**src/include/rx_consts.svh**
```systemverilog
// receiver buffer constants: channel count, widths, memory depth, register map, reset defaults
`ifndef RX_CONSTS_SVH
`define RX_CONSTS_SVH

// datapath sizes
`define RX_NCHAN        2       // receiver channels packed per transfer
`define RX_WORD_W       16      // sample memory word
`define RX_SAMP_W       24      // one I or Q sample
`define RX_TICKS_W      48      // free-running tick counter
`define RX_NSAMPS_W     8       // transfers per frame register
`define RX_BUF_AW       8       // 256 words of sample memory

// axi4-lite slave port, the address reaches one window past the register map
`define RX_AXI_AW       5
`define RX_AXI_DW       32

// register byte offsets
`define RX_REG_NSAMPS   'h0     // transfers per frame, r/w
`define RX_REG_STATUS   'h4     // bit 0 service request, cleared on read
`define RX_REG_BUFCTR   'h8     // finished frame count
`define RX_REG_SAMPLE   'hC     // pop window into the sample memory

// values after reset
`define RX_NSAMPS_RESET 4

`endif
```
**src/rx_pkg.sv**
```systemverilog
// shared types: memory word, iq sample, ticks, word index, frame count, axi response
`include "rx_consts.svh"

package rx_pkg;

	// one word of the sample memory
	typedef logic [`RX_WORD_W-1:0] rx_word_t;

	// one receiver output, I in the upper half of the packed value
	typedef struct packed {
		logic [`RX_SAMP_W-1:0] i;
		logic [`RX_SAMP_W-1:0] q;
	} iq_sample_t;

	typedef logic [`RX_TICKS_W-1:0] ticks_t;   // latched at the sample strobe

	// picks one third of a 48-bit payload
	// value 3 has no payload word, the sequencer uses it for the counter word
	typedef logic [1:0] word_sel_t;

	typedef logic [`RX_NSAMPS_W-1:0] nsamps_t;  // transfers per frame

	// axi response codes
	typedef enum logic [1:0] {
		AXI_OKAY   = 2'b00,
		AXI_EXOKAY = 2'b01,
		AXI_SLVERR = 2'b10,
		AXI_DECERR = 2'b11
	} axi_resp_t;

endpackage

```
**src/rx_audio_buffer.sv**
```systemverilog
// audio buffer top: sample snapshots, packing sequencer, sample memory, axi registers
`timescale 1ns/1ps
`include "rx_consts.svh"

module rx_audio_buffer #(
	parameter int NCHAN = `RX_NCHAN
) (
	input  logic                    adc_clk,
	input  logic                    reset_bufs_A,     // also the buffer reset command
	input  logic                    samp_avail_i,
	input  rx_pkg::iq_sample_t      chan_iq_i [NCHAN],
	input  rx_pkg::ticks_t          ticks_i,
	input  logic [`RX_AXI_AW-1:0]   s_axi_awaddr_i,
	input  logic                    s_axi_awvalid_i,
	output logic                    s_axi_awready_o,
	input  logic [`RX_AXI_DW-1:0]   s_axi_wdata_i,
	input  logic [`RX_AXI_DW/8-1:0] s_axi_wstrb_i,
	input  logic                    s_axi_wvalid_i,
	output logic                    s_axi_wready_o,
	output logic [1:0]              s_axi_bresp_o,
	output logic                    s_axi_bvalid_o,
	input  logic                    s_axi_bready_i,
	input  logic [`RX_AXI_AW-1:0]   s_axi_araddr_i,
	input  logic                    s_axi_arvalid_i,
	output logic                    s_axi_arready_o,
	output logic [`RX_AXI_DW-1:0]   s_axi_rdata_o,
	output logic [1:0]              s_axi_rresp_o,
	output logic                    s_axi_rvalid_o,
	input  logic                    s_axi_rready_i,
	output logic                    srq_o
);

	rx_pkg::rx_word_t  chan_word [NCHAN];   // selected word of each channel
	rx_pkg::rx_word_t  ticks_word;
	rx_pkg::word_sel_t word_sel;
	rx_pkg::rx_word_t  wr_data;
	rx_pkg::rx_word_t  buf_ctr;
	rx_pkg::rx_word_t  rd_data;
	rx_pkg::nsamps_t   nsamps;
	logic              wr_en;
	logic              frame_done;
	logic              rd_pop;

	// one latch per channel, all on the same strobe
	for (genvar c = 0; c < NCHAN; c++)
	begin : g_chan
		rx_snapshot #(.payload_t(rx_pkg::iq_sample_t)) u_iq_snap (
			.adc_clk      (adc_clk),
			.reset_bufs_A (reset_bufs_A),
			.capture_i    (samp_avail_i),
			.payload_i    (chan_iq_i[c]),
			.word_sel_i   (word_sel),
			.word_o       (chan_word[c])
		);
	end

	rx_snapshot #(.payload_t(rx_pkg::ticks_t)) u_ticks_snap (
		.adc_clk      (adc_clk),
		.reset_bufs_A (reset_bufs_A),
		.capture_i    (samp_avail_i),
		.payload_i    (ticks_i),
		.word_sel_i   (word_sel),
		.word_o       (ticks_word)
	);

	rx_frame_sequencer #(.NCHAN(NCHAN)) u_seq (
		.adc_clk      (adc_clk),
		.reset_bufs_A (reset_bufs_A),
		.samp_avail_i (samp_avail_i),
		.nsamps_i     (nsamps),
		.chan_word_i  (chan_word),
		.ticks_word_i (ticks_word),
		.word_sel_o   (word_sel),
		.wr_en_o      (wr_en),
		.wr_data_o    (wr_data),
		.buf_ctr_o    (buf_ctr),
		.frame_done_o (frame_done)
	);

	rx_sample_buffer #(.ADDR_W(`RX_BUF_AW)) u_buf (
		.adc_clk      (adc_clk),
		.reset_bufs_A (reset_bufs_A),
		.wr_en_i      (wr_en),
		.wr_data_i    (wr_data),
		.rd_pop_i     (rd_pop),
		.rd_data_o    (rd_data)
	);

	rx_regs u_regs (
		.adc_clk         (adc_clk),
		.reset_bufs_A    (reset_bufs_A),
		.s_axi_awaddr_i  (s_axi_awaddr_i),
		.s_axi_awvalid_i (s_axi_awvalid_i),
		.s_axi_awready_o (s_axi_awready_o),
		.s_axi_wdata_i   (s_axi_wdata_i),
		.s_axi_wstrb_i   (s_axi_wstrb_i),
		.s_axi_wvalid_i  (s_axi_wvalid_i),
		.s_axi_wready_o  (s_axi_wready_o),
		.s_axi_bresp_o   (s_axi_bresp_o),
		.s_axi_bvalid_o  (s_axi_bvalid_o),
		.s_axi_bready_i  (s_axi_bready_i),
		.s_axi_araddr_i  (s_axi_araddr_i),
		.s_axi_arvalid_i (s_axi_arvalid_i),
		.s_axi_arready_o (s_axi_arready_o),
		.s_axi_rdata_o   (s_axi_rdata_o),
		.s_axi_rresp_o   (s_axi_rresp_o),
		.s_axi_rvalid_o  (s_axi_rvalid_o),
		.s_axi_rready_i  (s_axi_rready_i),
		.buf_ctr_i       (buf_ctr),
		.frame_done_i    (frame_done),
		.rd_data_i       (rd_data),
		.nsamps_o        (nsamps),
		.rd_pop_o        (rd_pop),
		.srq_o           (srq_o)
	);

endmodule

```
**src/rx_regs.sv**
```systemverilog
// axi4-lite register block: sample count, service request, buffer counter, sample pop window
`timescale 1ns/1ps
`include "rx_consts.svh"

module rx_regs (
	input  logic                    adc_clk,
	input  logic                    reset_bufs_A,
	input  logic [`RX_AXI_AW-1:0]   s_axi_awaddr_i,
	input  logic                    s_axi_awvalid_i,
	output logic                    s_axi_awready_o,
	input  logic [`RX_AXI_DW-1:0]   s_axi_wdata_i,
	input  logic [`RX_AXI_DW/8-1:0] s_axi_wstrb_i,
	input  logic                    s_axi_wvalid_i,
	output logic                    s_axi_wready_o,
	output logic [1:0]              s_axi_bresp_o,
	output logic                    s_axi_bvalid_o,
	input  logic                    s_axi_bready_i,
	input  logic [`RX_AXI_AW-1:0]   s_axi_araddr_i,
	input  logic                    s_axi_arvalid_i,
	output logic                    s_axi_arready_o,
	output logic [`RX_AXI_DW-1:0]   s_axi_rdata_o,
	output logic [1:0]              s_axi_rresp_o,
	output logic                    s_axi_rvalid_o,
	input  logic                    s_axi_rready_i,
	input  rx_pkg::rx_word_t        buf_ctr_i,
	input  logic                    frame_done_i,
	input  rx_pkg::rx_word_t        rd_data_i,
	output rx_pkg::nsamps_t         nsamps_o,
	output logic                    rd_pop_o,
	output logic                    srq_o
);

	logic                  bvalid_q, rvalid_q;
	logic                  rd_pend_q;           // memory read cycle
	logic [`RX_AXI_AW-1:0] rd_addr_q;
	logic [`RX_AXI_DW-1:0] rdata_q;
	rx_pkg::axi_resp_t     bresp_q, rresp_q;
	rx_pkg::nsamps_t       nsamps_q;
	logic                  srq_q;
	logic                  busy, wr_go, rd_go, status_rd;

	function automatic logic is_reg(input logic [`RX_AXI_AW-1:0] addr);
		is_reg = (addr == `RX_REG_NSAMPS) || (addr == `RX_REG_STATUS) ||
			(addr == `RX_REG_BUFCTR) || (addr == `RX_REG_SAMPLE);
	endfunction

	////////////////////////////////////////////////////////////////////////////
	// handshakes, one transaction in flight
	////////////////////////////////////////////////////////////////////////////

	assign busy  = bvalid_q | rvalid_q | rd_pend_q;
	assign wr_go = s_axi_awvalid_i & s_axi_wvalid_i & ~busy;    // aw and w taken together
	assign rd_go = s_axi_arvalid_i & ~busy & ~wr_go;            // write wins a tie

	assign s_axi_awready_o = wr_go;
	assign s_axi_wready_o  = wr_go;
	assign s_axi_arready_o = rd_go;

	assign rd_pop_o  = rd_go & (s_axi_araddr_i == `RX_REG_SAMPLE);  // word lands in the pend cycle
	assign status_rd = rd_pend_q & (rd_addr_q == `RX_REG_STATUS);

	always_ff @(posedge adc_clk)
	begin
		if (reset_bufs_A)
		begin
			bvalid_q  <= 1'b0;
			rvalid_q  <= 1'b0;
			rd_pend_q <= 1'b0;
			srq_q     <= 1'b0;
			nsamps_q  <= rx_pkg::nsamps_t'(`RX_NSAMPS_RESET);
		end
		else
		begin
			if (wr_go)
				bvalid_q <= 1'b1;
			else if (s_axi_bready_i)
				bvalid_q <= 1'b0;

			rd_pend_q <= rd_go;
			if (rd_pend_q)
				rvalid_q <= 1'b1;
			else if (s_axi_rready_i)
				rvalid_q <= 1'b0;

			if (wr_go && (s_axi_awaddr_i == `RX_REG_NSAMPS) && s_axi_wstrb_i[0])
				nsamps_q <= rx_pkg::nsamps_t'(s_axi_wdata_i[7:0]);

			srq_q <= frame_done_i | (srq_q & ~status_rd);   // a new frame beats the clear
		end
	end

	////////////////////////////////////////////////////////////////////////////
	// response payload
	////////////////////////////////////////////////////////////////////////////

	always_ff @(posedge adc_clk)
	begin
		if (wr_go)
		begin
			if (is_reg(s_axi_awaddr_i))
				bresp_q <= rx_pkg::AXI_OKAY;    // read-only registers ignore the data
			else
				bresp_q <= rx_pkg::AXI_SLVERR;
		end
		if (rd_go) rd_addr_q <= s_axi_araddr_i;
		if (rd_pend_q)
		begin
			rresp_q <= rx_pkg::AXI_OKAY;
			case (rd_addr_q)
				`RX_REG_NSAMPS: rdata_q <= {{(`RX_AXI_DW-`RX_NSAMPS_W){1'b0}}, nsamps_q};
				`RX_REG_STATUS: rdata_q <= {{(`RX_AXI_DW-1){1'b0}}, srq_q};
				`RX_REG_BUFCTR: rdata_q <= {{(`RX_AXI_DW-`RX_WORD_W){1'b0}}, buf_ctr_i};
				`RX_REG_SAMPLE: rdata_q <= {{(`RX_AXI_DW-`RX_WORD_W){1'b0}}, rd_data_i};
				default:
				begin
					rdata_q <= '0;
					rresp_q <= rx_pkg::AXI_SLVERR;
				end
			endcase
		end
	end

	assign s_axi_bvalid_o = bvalid_q;
	assign s_axi_bresp_o  = bresp_q;
	assign s_axi_rvalid_o = rvalid_q;
	assign s_axi_rresp_o  = rresp_q;
	assign s_axi_rdata_o  = rdata_q;
	assign nsamps_o       = nsamps_q;
	assign srq_o          = srq_q;

endmodule

```
**src/rx_sample_buffer.sv**
```systemverilog
// sample memory with wrapping write and read pointers, registered pop port
`timescale 1ns/1ps
`include "rx_consts.svh"

module rx_sample_buffer #(
	parameter int ADDR_W = `RX_BUF_AW
) (
	input  logic             adc_clk,
	input  logic             reset_bufs_A,
	input  logic             wr_en_i,
	input  rx_pkg::rx_word_t wr_data_i,
	input  logic             rd_pop_i,    // one word per pulse
	output rx_pkg::rx_word_t rd_data_o
);

	rx_pkg::rx_word_t  mem [2**ADDR_W];
	logic [ADDR_W-1:0] wr_ptr_q;
	logic [ADDR_W-1:0] rd_ptr_q;

	// both pointers wrap on their own, no full or empty tracking
	always_ff @(posedge adc_clk)
	begin
		if (reset_bufs_A)
		begin
			wr_ptr_q <= '0;
			rd_ptr_q <= '0;
		end
		else
		begin
			if (wr_en_i)  wr_ptr_q <= wr_ptr_q + 1'b1;
			if (rd_pop_i) rd_ptr_q <= rd_ptr_q + 1'b1;
		end
	end

	always_ff @(posedge adc_clk)
		if (wr_en_i) mem[wr_ptr_q] <= wr_data_i;

	// data valid the cycle after the pop
	always_ff @(posedge adc_clk)
		if (rd_pop_i) rd_data_o <= mem[rd_ptr_q];

endmodule

```
**src/rx_frame_sequencer.sv**
```systemverilog
// packing fsm: channel words, tick words and buffer counter into the sample memory
`timescale 1ns/1ps
`include "rx_consts.svh"

module rx_frame_sequencer #(
	parameter int NCHAN = `RX_NCHAN
) (
	input  logic              adc_clk,
	input  logic              reset_bufs_A,
	input  logic              samp_avail_i,
	input  rx_pkg::nsamps_t   nsamps_i,
	input  rx_pkg::rx_word_t  chan_word_i [NCHAN],
	input  rx_pkg::rx_word_t  ticks_word_i,
	output rx_pkg::word_sel_t word_sel_o,
	output logic              wr_en_o,
	output rx_pkg::rx_word_t  wr_data_o,
	output rx_pkg::rx_word_t  buf_ctr_o,
	output logic              frame_done_o
);

	localparam int CHW = (NCHAN > 1) ? $clog2(NCHAN) : 1;

	// S_CHAN   i, q, iq-high per channel, one word a cycle
	// S_TAIL   ticks 0..2 in phase 0..2, counter word in phase 3
	// S_FINISH counter word is being written, bump counter
	typedef enum logic [1:0] {S_IDLE, S_CHAN, S_TAIL, S_FINISH} state_t;

	state_t            state_q, state_d;
	logic [CHW-1:0]    chan_q, chan_d;      // channel being packed
	rx_pkg::word_sel_t phase_q, phase_d;    // word within channel or tail
	rx_pkg::nsamps_t   count_q, count_d;    // transfers done in this frame
	rx_pkg::rx_word_t  buf_ctr_q;
	rx_pkg::rx_word_t  next_word;
	logic              wr_en_d, inc_d;
	logic              wr_en_q, frame_done_q;
	logic              step, last_chan, last_xfer;

	assign step      = (state_q == S_CHAN) | samp_avail_i;   // idle only moves on the strobe
	assign last_chan = (chan_q == CHW'(NCHAN - 1));
	assign last_xfer = (count_q == rx_pkg::nsamps_t'(nsamps_i - 1'b1));

	////////////////////////////////////////////////////////////////////////////
	// next state
	////////////////////////////////////////////////////////////////////////////

	always_comb
	begin
		state_d = state_q;
		chan_d  = chan_q;
		phase_d = phase_q;
		count_d = count_q;
		wr_en_d = 1'b0;
		inc_d   = 1'b0;
		case (state_q)
			S_IDLE, S_CHAN:
			begin
				if (step)
				begin
					wr_en_d = 1'b1;
					state_d = S_CHAN;
					if (phase_q == 2'd2)    // iq-high done, next channel
					begin
						phase_d = '0;
						if (last_chan)
						begin
							chan_d = '0;
							if (last_xfer)
								state_d = S_TAIL;   // frame full, append ticks and counter
							else
							begin
								count_d = rx_pkg::nsamps_t'(count_q + 1'b1);
								state_d = S_IDLE;   // wait for the next strobe
							end
						end
						else
							chan_d = chan_q + 1'b1;
					end
					else
						phase_d = phase_q + 1'b1;
				end
			end
			S_TAIL:
			begin
				wr_en_d = 1'b1;
				if (phase_q == 2'd3)
				begin
					phase_d = '0;
					state_d = S_FINISH;
				end
				else
					phase_d = phase_q + 1'b1;
			end
			default:    // S_FINISH
			begin
				inc_d   = 1'b1;
				count_d = '0;
				state_d = S_IDLE;
			end
		endcase
	end

	// word for the next write, counter goes out before its increment
	always_comb
		if (state_q == S_TAIL)
			next_word = (phase_q == 2'd3) ? buf_ctr_q : ticks_word_i;
		else
			next_word = chan_word_i[chan_q];

	////////////////////////////////////////////////////////////////////////////
	// registers
	////////////////////////////////////////////////////////////////////////////

	always_ff @(posedge adc_clk)
	begin
		if (reset_bufs_A)
		begin
			state_q      <= S_IDLE;
			chan_q       <= '0;
			phase_q      <= '0;
			count_q      <= '0;
			wr_en_q      <= 1'b0;
			frame_done_q <= 1'b0;
			buf_ctr_q    <= '0;
		end
		else
		begin
			state_q      <= state_d;
			chan_q       <= chan_d;
			phase_q      <= phase_d;
			count_q      <= count_d;
			wr_en_q      <= wr_en_d;
			frame_done_q <= inc_d;                  // lines up with the new count
			if (inc_d) buf_ctr_q <= buf_ctr_q + 1'b1;
		end
	end

	always_ff @(posedge adc_clk)
		if (wr_en_d) wr_data_o <= next_word;

	assign word_sel_o   = phase_q;    // shared by every snapshot
	assign wr_en_o      = wr_en_q;
	assign buf_ctr_o    = buf_ctr_q;
	assign frame_done_o = frame_done_q;

endmodule

```
**src/rx_snapshot.sv**
```systemverilog
// payload latch with 16-bit word select, shared by iq samples and ticks
`timescale 1ns/1ps

module rx_snapshot #(
	parameter type payload_t = rx_pkg::iq_sample_t
) (
	input  logic              adc_clk,
	input  logic              reset_bufs_A,
	input  logic              capture_i,   // sample-available strobe
	input  payload_t          payload_i,
	input  rx_pkg::word_sel_t word_sel_i,
	output rx_pkg::rx_word_t  word_o
);

	payload_t held_q;   // last captured payload
	logic     have_q;   // something captured since buffer reset
	payload_t cur;

	always_ff @(posedge adc_clk)
		if (capture_i) held_q <= payload_i;

	always_ff @(posedge adc_clk)
	begin
		if (reset_bufs_A)
			have_q <= 1'b0;
		else if (capture_i)
			have_q <= 1'b1;
	end

	// bypass in the strobe cycle so the sequencer can take word 0 straight away
	assign cur = capture_i ? payload_i : (have_q ? held_q : payload_t'(0));

	if (type(payload_t) == type(rx_pkg::iq_sample_t))
	begin : g_iq
		rx_pkg::iq_sample_t iq;
		assign iq = rx_pkg::iq_sample_t'(cur);

		always_comb
			case (word_sel_i)
				2'd0:    word_o = iq.i[15:0];
				2'd1:    word_o = iq.q[15:0];
				2'd2:    word_o = {iq.i[23:16], iq.q[23:16]};  // both high bytes in one word
				default: word_o = '0;
			endcase
	end
	else
	begin : g_ticks
		rx_pkg::ticks_t t;
		assign t = rx_pkg::ticks_t'(cur);

		always_comb
			case (word_sel_i)
				2'd0:    word_o = t[15:0];    // low word first
				2'd1:    word_o = t[31:16];
				2'd2:    word_o = t[47:32];
				default: word_o = '0;
			endcase
	end

endmodule

```
**config.mk**
```make
export PLATFORM = sky130hd
export DESIGN_NAME = rx_audio_buffer
export DESIGN_NICKNAME = d
export VERILOG_FILES = /design/src/rx_pkg.sv /design/src/rx_audio_buffer.sv /design/src/rx_regs.sv /design/src/rx_sample_buffer.sv /design/src/rx_frame_sequencer.sv /design/src/rx_snapshot.sv
export VERILOG_INCLUDE_DIRS = /design/src /design/src/include
export SDC_FILE = /design/constraint.sdc
export NUM_CORES = 2
export LEC_CHECK = 0
export BUFFER_PORTS_ARGS = -buffer_cell sky130_fd_sc_hd__buf_2
export CAP_MARGIN = 10
export CORE_ASPECT_RATIO = 0.75
export CORE_UTILIZATION = 38
export CTS_CLUSTER_DIAMETER = 30
export DETAILED_ROUTE_END_ITERATION = 7
export HOLD_SLACK_MARGIN = 0.02
export PLACE_DENSITY = 0.53
export RECOVER_POWER = 50
export SETUP_SLACK_MARGIN = 0.02
export SYNTH_ARGS = -nofsm -noshare
export SYNTH_HDL_FRONTEND = slang
export SYNTH_SLANG_ARGS = --single-unit
```
**constraint.sdc**
```tcl
create_clock -name adc_clk -period 5.7 [get_ports adc_clk]
set_input_delay 0.855 -clock adc_clk [delete_from_list [all_inputs] [get_ports adc_clk]]
set_output_delay 0.855 -clock adc_clk [all_outputs]
set_load 0.005 [all_outputs]
```
Word level (Yosys, flattened, before mapping). Memories as Yosys holds them, arrays and structs flattened. A register that Yosys moved wholly into a read port is not among the register bits. Index checks and enable logic that the tools add are counted.

Output and inout port bits: 42. Register bits: 261. Bits of input ports: 198. RAM bits: 4096. Memories kept: 1. Word-level logic and storage cells: 129.

Memories: u_buf.mem (words 256, bits a word 16, read ports 1, clocked after memory_dff 1, wr ports 1, RTL line rx_sample_buffer.sv:16) `rx_pkg::rx_word_t mem [2**ADDR_W];`.

$lt $le $gt $ge: 1. $add $sub $neg: 7. Reduce and logical (&&, ||, !) cells: 19. Equality and inequality tests: 18. Muxes and demuxes: 42. Bitwise gates (word level): 16.

Operators by type and width (count): 2-to-1 mux 48 bit (6); one-hot mux 16 bit (3 select lines) (3); 2-to-1 mux 16 bit (5); one-hot mux 16 bit (4 select lines) (1); 2-to-1 mux 8 bit (4); equality test 5 x 4 -> 1 bit (second input constant) (5); adder 8 x 1 -> 8 bit (second input constant) (3); 2-to-1 mux 2 bit (10); adder 16 x 1 -> 16 bit (second input constant) (1); one-hot mux 8 bit (2 select lines) (1); equality test 5 x 3 -> 1 bit (second input constant) (2); zero test 5 bit (2); 2-to-1 mux 1 bit (9); equality test 8 bit (1); one-hot mux 2 bit (2 select lines) (2); subtractor 8 x 1 -> 8 bit (second input constant) (1); bitwise AND 1 bit (7); equality test 2 bit (second input constant) (3); != test 2 x 1 -> 1 bit (second input constant) (3); nonzero test 2 bit (3); AND reduction 5 bit (1); equality test 2 x 1 -> 1 bit (second input constant) (2); zero test 2 bit (2); != test 2 bit (second input constant) (2); 14 further kinds (24).

Depth between registers and ports, before layout.
Depth after elaboration: 7. Mapped depth: 13. Depth with buffers taken out: 9.

Hierarchy. A second synthesis with hierarchy kept.

Cell total of the unflattened synthesis: 8106. Area total of the unflattened synthesis: 170886.4 um^2.

Modules (own cells, without submodules): rx_sample_buffer (cells an instance 7188, seq. area each 123798.7 um^2, times used 1, area an instance 159529.3 um^2); rx_snapshot (cells an instance 159, seq. area each 1461.4 um^2, times used 3, area an instance 2314.7 um^2); rx_frame_sequencer (cells an instance 283, seq. area each 1101.1 um^2, times used 1, area an instance 2662.6 um^2); rx_regs (cells an instance 158, seq. area each 930.9 um^2, times used 1, area an instance 1750.4 um^2).

Worst setup path after synthesis. OpenSTA, ideal clock, no wires.

Path type: register to register. Start: register u_seq.wr_data_o[0]. End: memory u_buf.mem[0][0] (netlist bit), data pin. Library setup time: 0.817 ns. Stages on the path, launching flop included: 1. Path slack: 1.654 ns. Period minus slack after synthesis: 4.046 ns. Arrival time: 3.228 ns. Cells stage by stage: edfxtp_1.

RTL lines: start, declared (RTL line rx_frame_sequencer.sv:16) `output rx_pkg::rx_word_t wr_data_o,`; start signal, assigned (RTL line rx_frame_sequencer.sv:138) `if (wr_en_d) wr_data_o <= next_word;`; end, declared (RTL line rx_sample_buffer.sv:16).

Straight into the memory's write port.

Final worst setup path.
Start: register u_seq.wr_data_o[12]. End: memory u_buf.mem[138][12] (netlist bit), data pin.

Straight into the memory's write port.

==> results.sh <==
export IMPL_status="complete, but fails checks"
export IMPL_violations="capacitance limit, slew limit"
export IMPL_synthAdderAreaFrac_pct=0.0885
export IMPL_synth_area_um2=170000
export IMPL_synthToLayoutAreaGrowth_pct=18.4
export IMPL_synth_top_family_by_area="multiplexers"
export IMPL_instances_no_fill=15300
export IMPL_yosys_top_cells_area="edfxtp_1, mux4_2, mux2i_1"
export IMPL_yosysUniqueCellTypes=72
export IMPL_cts_clk_slew_worst_paths_ns=0.06
export IMPL_worst_setup_path_start_kind="flip-flop"
export IMPL_rsz0062_at_grt="false"
export IMPL_power_density_nw_per_um2=389
export IMPL_criticalPathCategory="reg -> reg"
export IMPL_final_net_count=9047
export IMPL_holdPathEnd="g_chan[0].u_iq_snap.held_q[28]$_DFFE_PP_"
export IMPL_cts_repair_resized=0
export IMPL_dpl_cell_area_um2=180000
export IMPL_rows=212
export IMPL_drv_slew=2810
export IMPL_required_ns=6.19
export IMPL_grt_pass1_wl_um=702000
export IMPL_ant_nets=0
export IMPL_core_um2=444000
export IMPL_tightest_slew_ns=4.46
export IMPL_dp_hpwl_um=301000
export IMPL_synthDominantCellAreaShare_pct=76.1
export IMPL_cp_end_kind="flip-flop"
export IMPL_yosys_area_share_simple_pct=1.89
export IMPL_post_cts_repair_setup_buffers=0
export IMPL_dp_slack_ns=1.19
export IMPL_place_gp_congestion=0.828
export IMPL_hold_path_startpoint="chan_iq_i[76]"
export IMPL_root_buffer="clkbuf_16"
export IMPL_synthArstFlopShare_pct=0
export IMPL_clock_latency_ns=0.99
export IMPL_yosysSeqAreaShare_pct=76.8
export IMPL_crit_fanout=129
export IMPL_finalWirelength_um=509000
export IMPL_setup_viol=0
export IMPL_clock_skew_ns=0.0700
export IMPL_tritoncts="built"
export IMPL_ir_drop_v=0.000277
export IMPL_holdPathStages=1
export IMPL_dieHeight_um=580
export IMPL_post_route_cell_area_um2=201000
export IMPL_reg2reg_to="u_buf.mem[138][12]$_DFFE_PP_"
export IMPL_grt_usage_pct=22.1
export IMPL_first_pass_iters=7
export IMPL_post_drt_via_cell_ratio=5.82
export IMPL_clock_fmax_mhz=203
export IMPL_dp_cells=14100
export IMPL_ys_ff_latch=4355
export IMPL_synth_warnings=0
export IMPL_drt_iter0_drc=11900
export IMPL_dieWidth_um=773
export IMPL_antenna_found_initial=46
export IMPL_min_path_type="in -> reg"
export IMPL_timing_slew_headroom_pct=-198
export IMPL_synth_compound_area_share_pct=3.68
export IMPL_cap_violations=31
export IMPL_r2r_start="u_seq.wr_data_o[12]$_DFFE_PP_"
export IMPL_synthFlopType="edfxtp_1"
export IMPL_grt_pass1_vias=87700
export IMPL_clock_tree_buffer_depth=4
export IMPL_cts_sinks=4355
export IMPL_initial_core_util_pct=38.2
export IMPL_io_pins=240
export IMPL_fin_crit_ns=4.92
export IMPL_netlist_instances=7982
export IMPL_layout_setup_ws_ns=0.775
export IMPL_drcViolationCount=0
export IMPL_arrival_ns=5.41
export IMPL_avgSynthCellArea_um2=21.2
export IMPL_setup_tns_ns=0
export IMPL_synth_area_mux_share_pct=15.6
export IMPL_htreeDepth=6
export IMPL_cts_buffers=630
export IMPL_synth_edf_count=4295
export IMPL_finalHoldViolCount=0
export IMPL_p_leak_nw=62.6
export IMPL_grt_max_degree=201
export IMPL_synth_xor_area_share_pct=0.181
export IMPL_layout_filler_cells=37200
export IMPL_routedWlPerCell_um=33.4
export IMPL_die_area_um2=449000
export IMPL_ff2ff_path_depth=2
export IMPL_via_count=88800
export IMPL_drive_above_1_share_pct=29.6
export IMPL_grt_overflow_total=0
export IMPL_synth_top_area_cell="edfxtp_1"
export IMPL_fin_crit_sh_pct=86.4
export IMPL_numPortBuffers=194
export IMPL_rrSetupSlack_ns=0.78
synthesized netlist by cell type (7+ instances only):
library cell / count
edfxtp_1: 4295
mux4_2: 994
nor2_1: 392
mux2i_1: 385
clkbuf_1: 208
nand2_1: 203
a21oi_1: 190
a22oi_1: 148
o21ai_0: 126
buf_2: 108
a22o_1: 93
a221oi_1: 84
buf_4: 66
dfxtp_1: 60
buf_6: 54
buf_1: 47
o22ai_1: 45
nand3_1: 40
o221ai_1: 40
a31oi_1: 39
nor3_1: 28
inv_1: 25
xor2_1: 19
a211oi_1: 17
nor2b_1: 16
xnor2_1: 16
o22a_1: 14
a21o_1: 13
buf_12: 13
ha_1: 12
nand4_1: 12
or3_1: 12
mux2_2: 11
nand2b_1: 11
and2_1: 10
a221o_1: 9
a222oi_1: 9
and3_1: 9
buf_8: 9
nor4_1: 9
o211ai_1: 9
o21ai_1: 7
flip-flops by register name, summed over array words and instances (netlist names), 16 cells and up:
signal,cells
u_buf.mem,4096
g_chan.u_iq_snap.held_q,96
u_ticks_snap.held_q,48
u_buf.rd_data_o,16
u_regs.s_axi_rdata_o,16
u_seq.buf_ctr_o,16
u_seq.wr_data_o,16
layout make-up:
cell class	count	area, um2	share of cell area [%]
timing repair buffer	711	5160	2.57
inverter	27	116	0.0579
clock buffer	724	16600	8.24
sequential	4355	130000	64.8
multi-input combinational	3112	36900	18.4
antenna	13	32.5	0.0162
clock inverter	431	4510	2.25
tap	5885	7360	3.67
per-stage QoR:
stage / hold WS (ns) / total power, mW / util (%)
after global placement: 0.449 / 39.8 / 40.5
final: 0.0913 / 78.1 / 45.2
after detailed placement: 0.436 / 40.0 / 40.5
after global routing: 0.0529 / 80.2 / 45.2
after CTS: 0.0200 / 78.5 / 45.3
after floorplan: 0.413 / 38.8 / -
layer usage:
| metal | global-route usage, % | part of all wire, % | routed length, um | up-vias |
|---|---|---|---|---|
| met4 | 5.94 | 2.8 | 14200 | 12 |
| li1 | - | - | - | 35500 |
| met2 | 32.4 | 44 | 224000 | 4478 |
| met1 | 33.2 | 43 | 220000 | 48100 |
| met5 | 0 | 0.016 | 83 | - |
| met3 | 5.25 | 10 | 51200 | 745 |
worst max-delay path by stage:
| stage | end | slack, ns | startpoint |
|---|---|---|---|
| finish | u_buf.mem[138][12]$_DFFE_PP_ | 0.78 | u_seq.wr_data_o[12]$_DFFE_PP_ |
| global route | u_buf.mem[138][12]$_DFFE_PP_ | 0.53 | u_seq.wr_data_o[12]$_DFFE_PP_ |
| CTS | u_buf.rd_data_o[0]$_DFFE_PP_ | 1.18 | u_buf.rd_ptr_q[3]$_SDFFE_PP0P_ |
| detailed placement | u_buf.rd_data_o[10]$_DFFE_PP_ | 1.19 | u_buf.rd_ptr_q[0]$_SDFFE_PP0P_ |
| global placement | u_buf.rd_data_o[10]$_DFFE_PP_ | 1.23 | u_buf.rd_ptr_q[0]$_SDFFE_PP0P_ |
| floorplan | u_buf.mem[0][0]$_DFFE_PP_ | 1.65 | u_seq.wr_data_o[0]$_DFFE_PP_ |
layout by cell type (no fill, tap or decap), types with 18 or more instances in the layout:
cell type | Yosys | routed
a221oi_1 | 84 | 84
dfxtp_1 | 60 | 52
inv_6 | 0 | 53
buf_4 | 66 | 415
clkbuf_1 | 208 | 209
clkbuf_2 | 0 | 19
nand3_1 | 40 | 39
o22ai_1 | 45 | 45
buf_2 | 108 | 77
bufinv_16 | 0 | 63
clkinv_2 | 0 | 81
a21oi_1 | 190 | 190
o221ai_1 | 40 | 40
nor3_1 | 28 | 27
a22oi_1 | 148 | 148
a22o_1 | 93 | 93
clkinvlp_4 | 0 | 77
inv_1 | 25 | 22
clkinv_4 | 0 | 49
clkinv_1 | 2 | 82
mux4_2 | 994 | 994
o21ai_0 | 126 | 126
nor2_2 | 0 | 162
xor2_1 | 19 | 19
nand2_1 | 203 | 191
nor2_1 | 392 | 224
conb_1 | 1 | 18
buf_12 | 13 | 42
a31oi_1 | 39 | 39
edfxtp_1 | 4295 | 4295
mux2i_1 | 385 | 385
clkbuf_16 | 0 | 649
critical path: stages, from the launching register on:
cell	delay [ns]
edfxtp_1	0.33
clkbuf_1	2.32
clkbuf_4	1.66
report_power, final:
| part | switching [mW] | leakage, nW | internal (mW) |
|---|---|---|---|
| Combinational | 2.26 | 13.0 | 0.361 |
| Sequential | 0.0838 | 39.5 | 36.8 |
| Clock | 14.7 | 10.1 | 23.9 |
| Total | 17.0 | 62.6 | 61.1 |
repair_timing:
item                                    4_1_cts  5_1_grt
endpoints found under the hold margin        17        0
endpoints found under the setup margin        0        0
hold buffers                                 17        0
cell families after synthesis:
group                    Yosys count
XOR/XNOR                          35
AO/OA/AOI/OAI                    897
multiplexers                    1391
other                              1
AND/OR/NAND/NOR                  759
adder cells (fa/ha/maj)           12
flip-flops                      4355
buffers and inverters            532
Note: power is estimated with default switching activity, not from simulation.
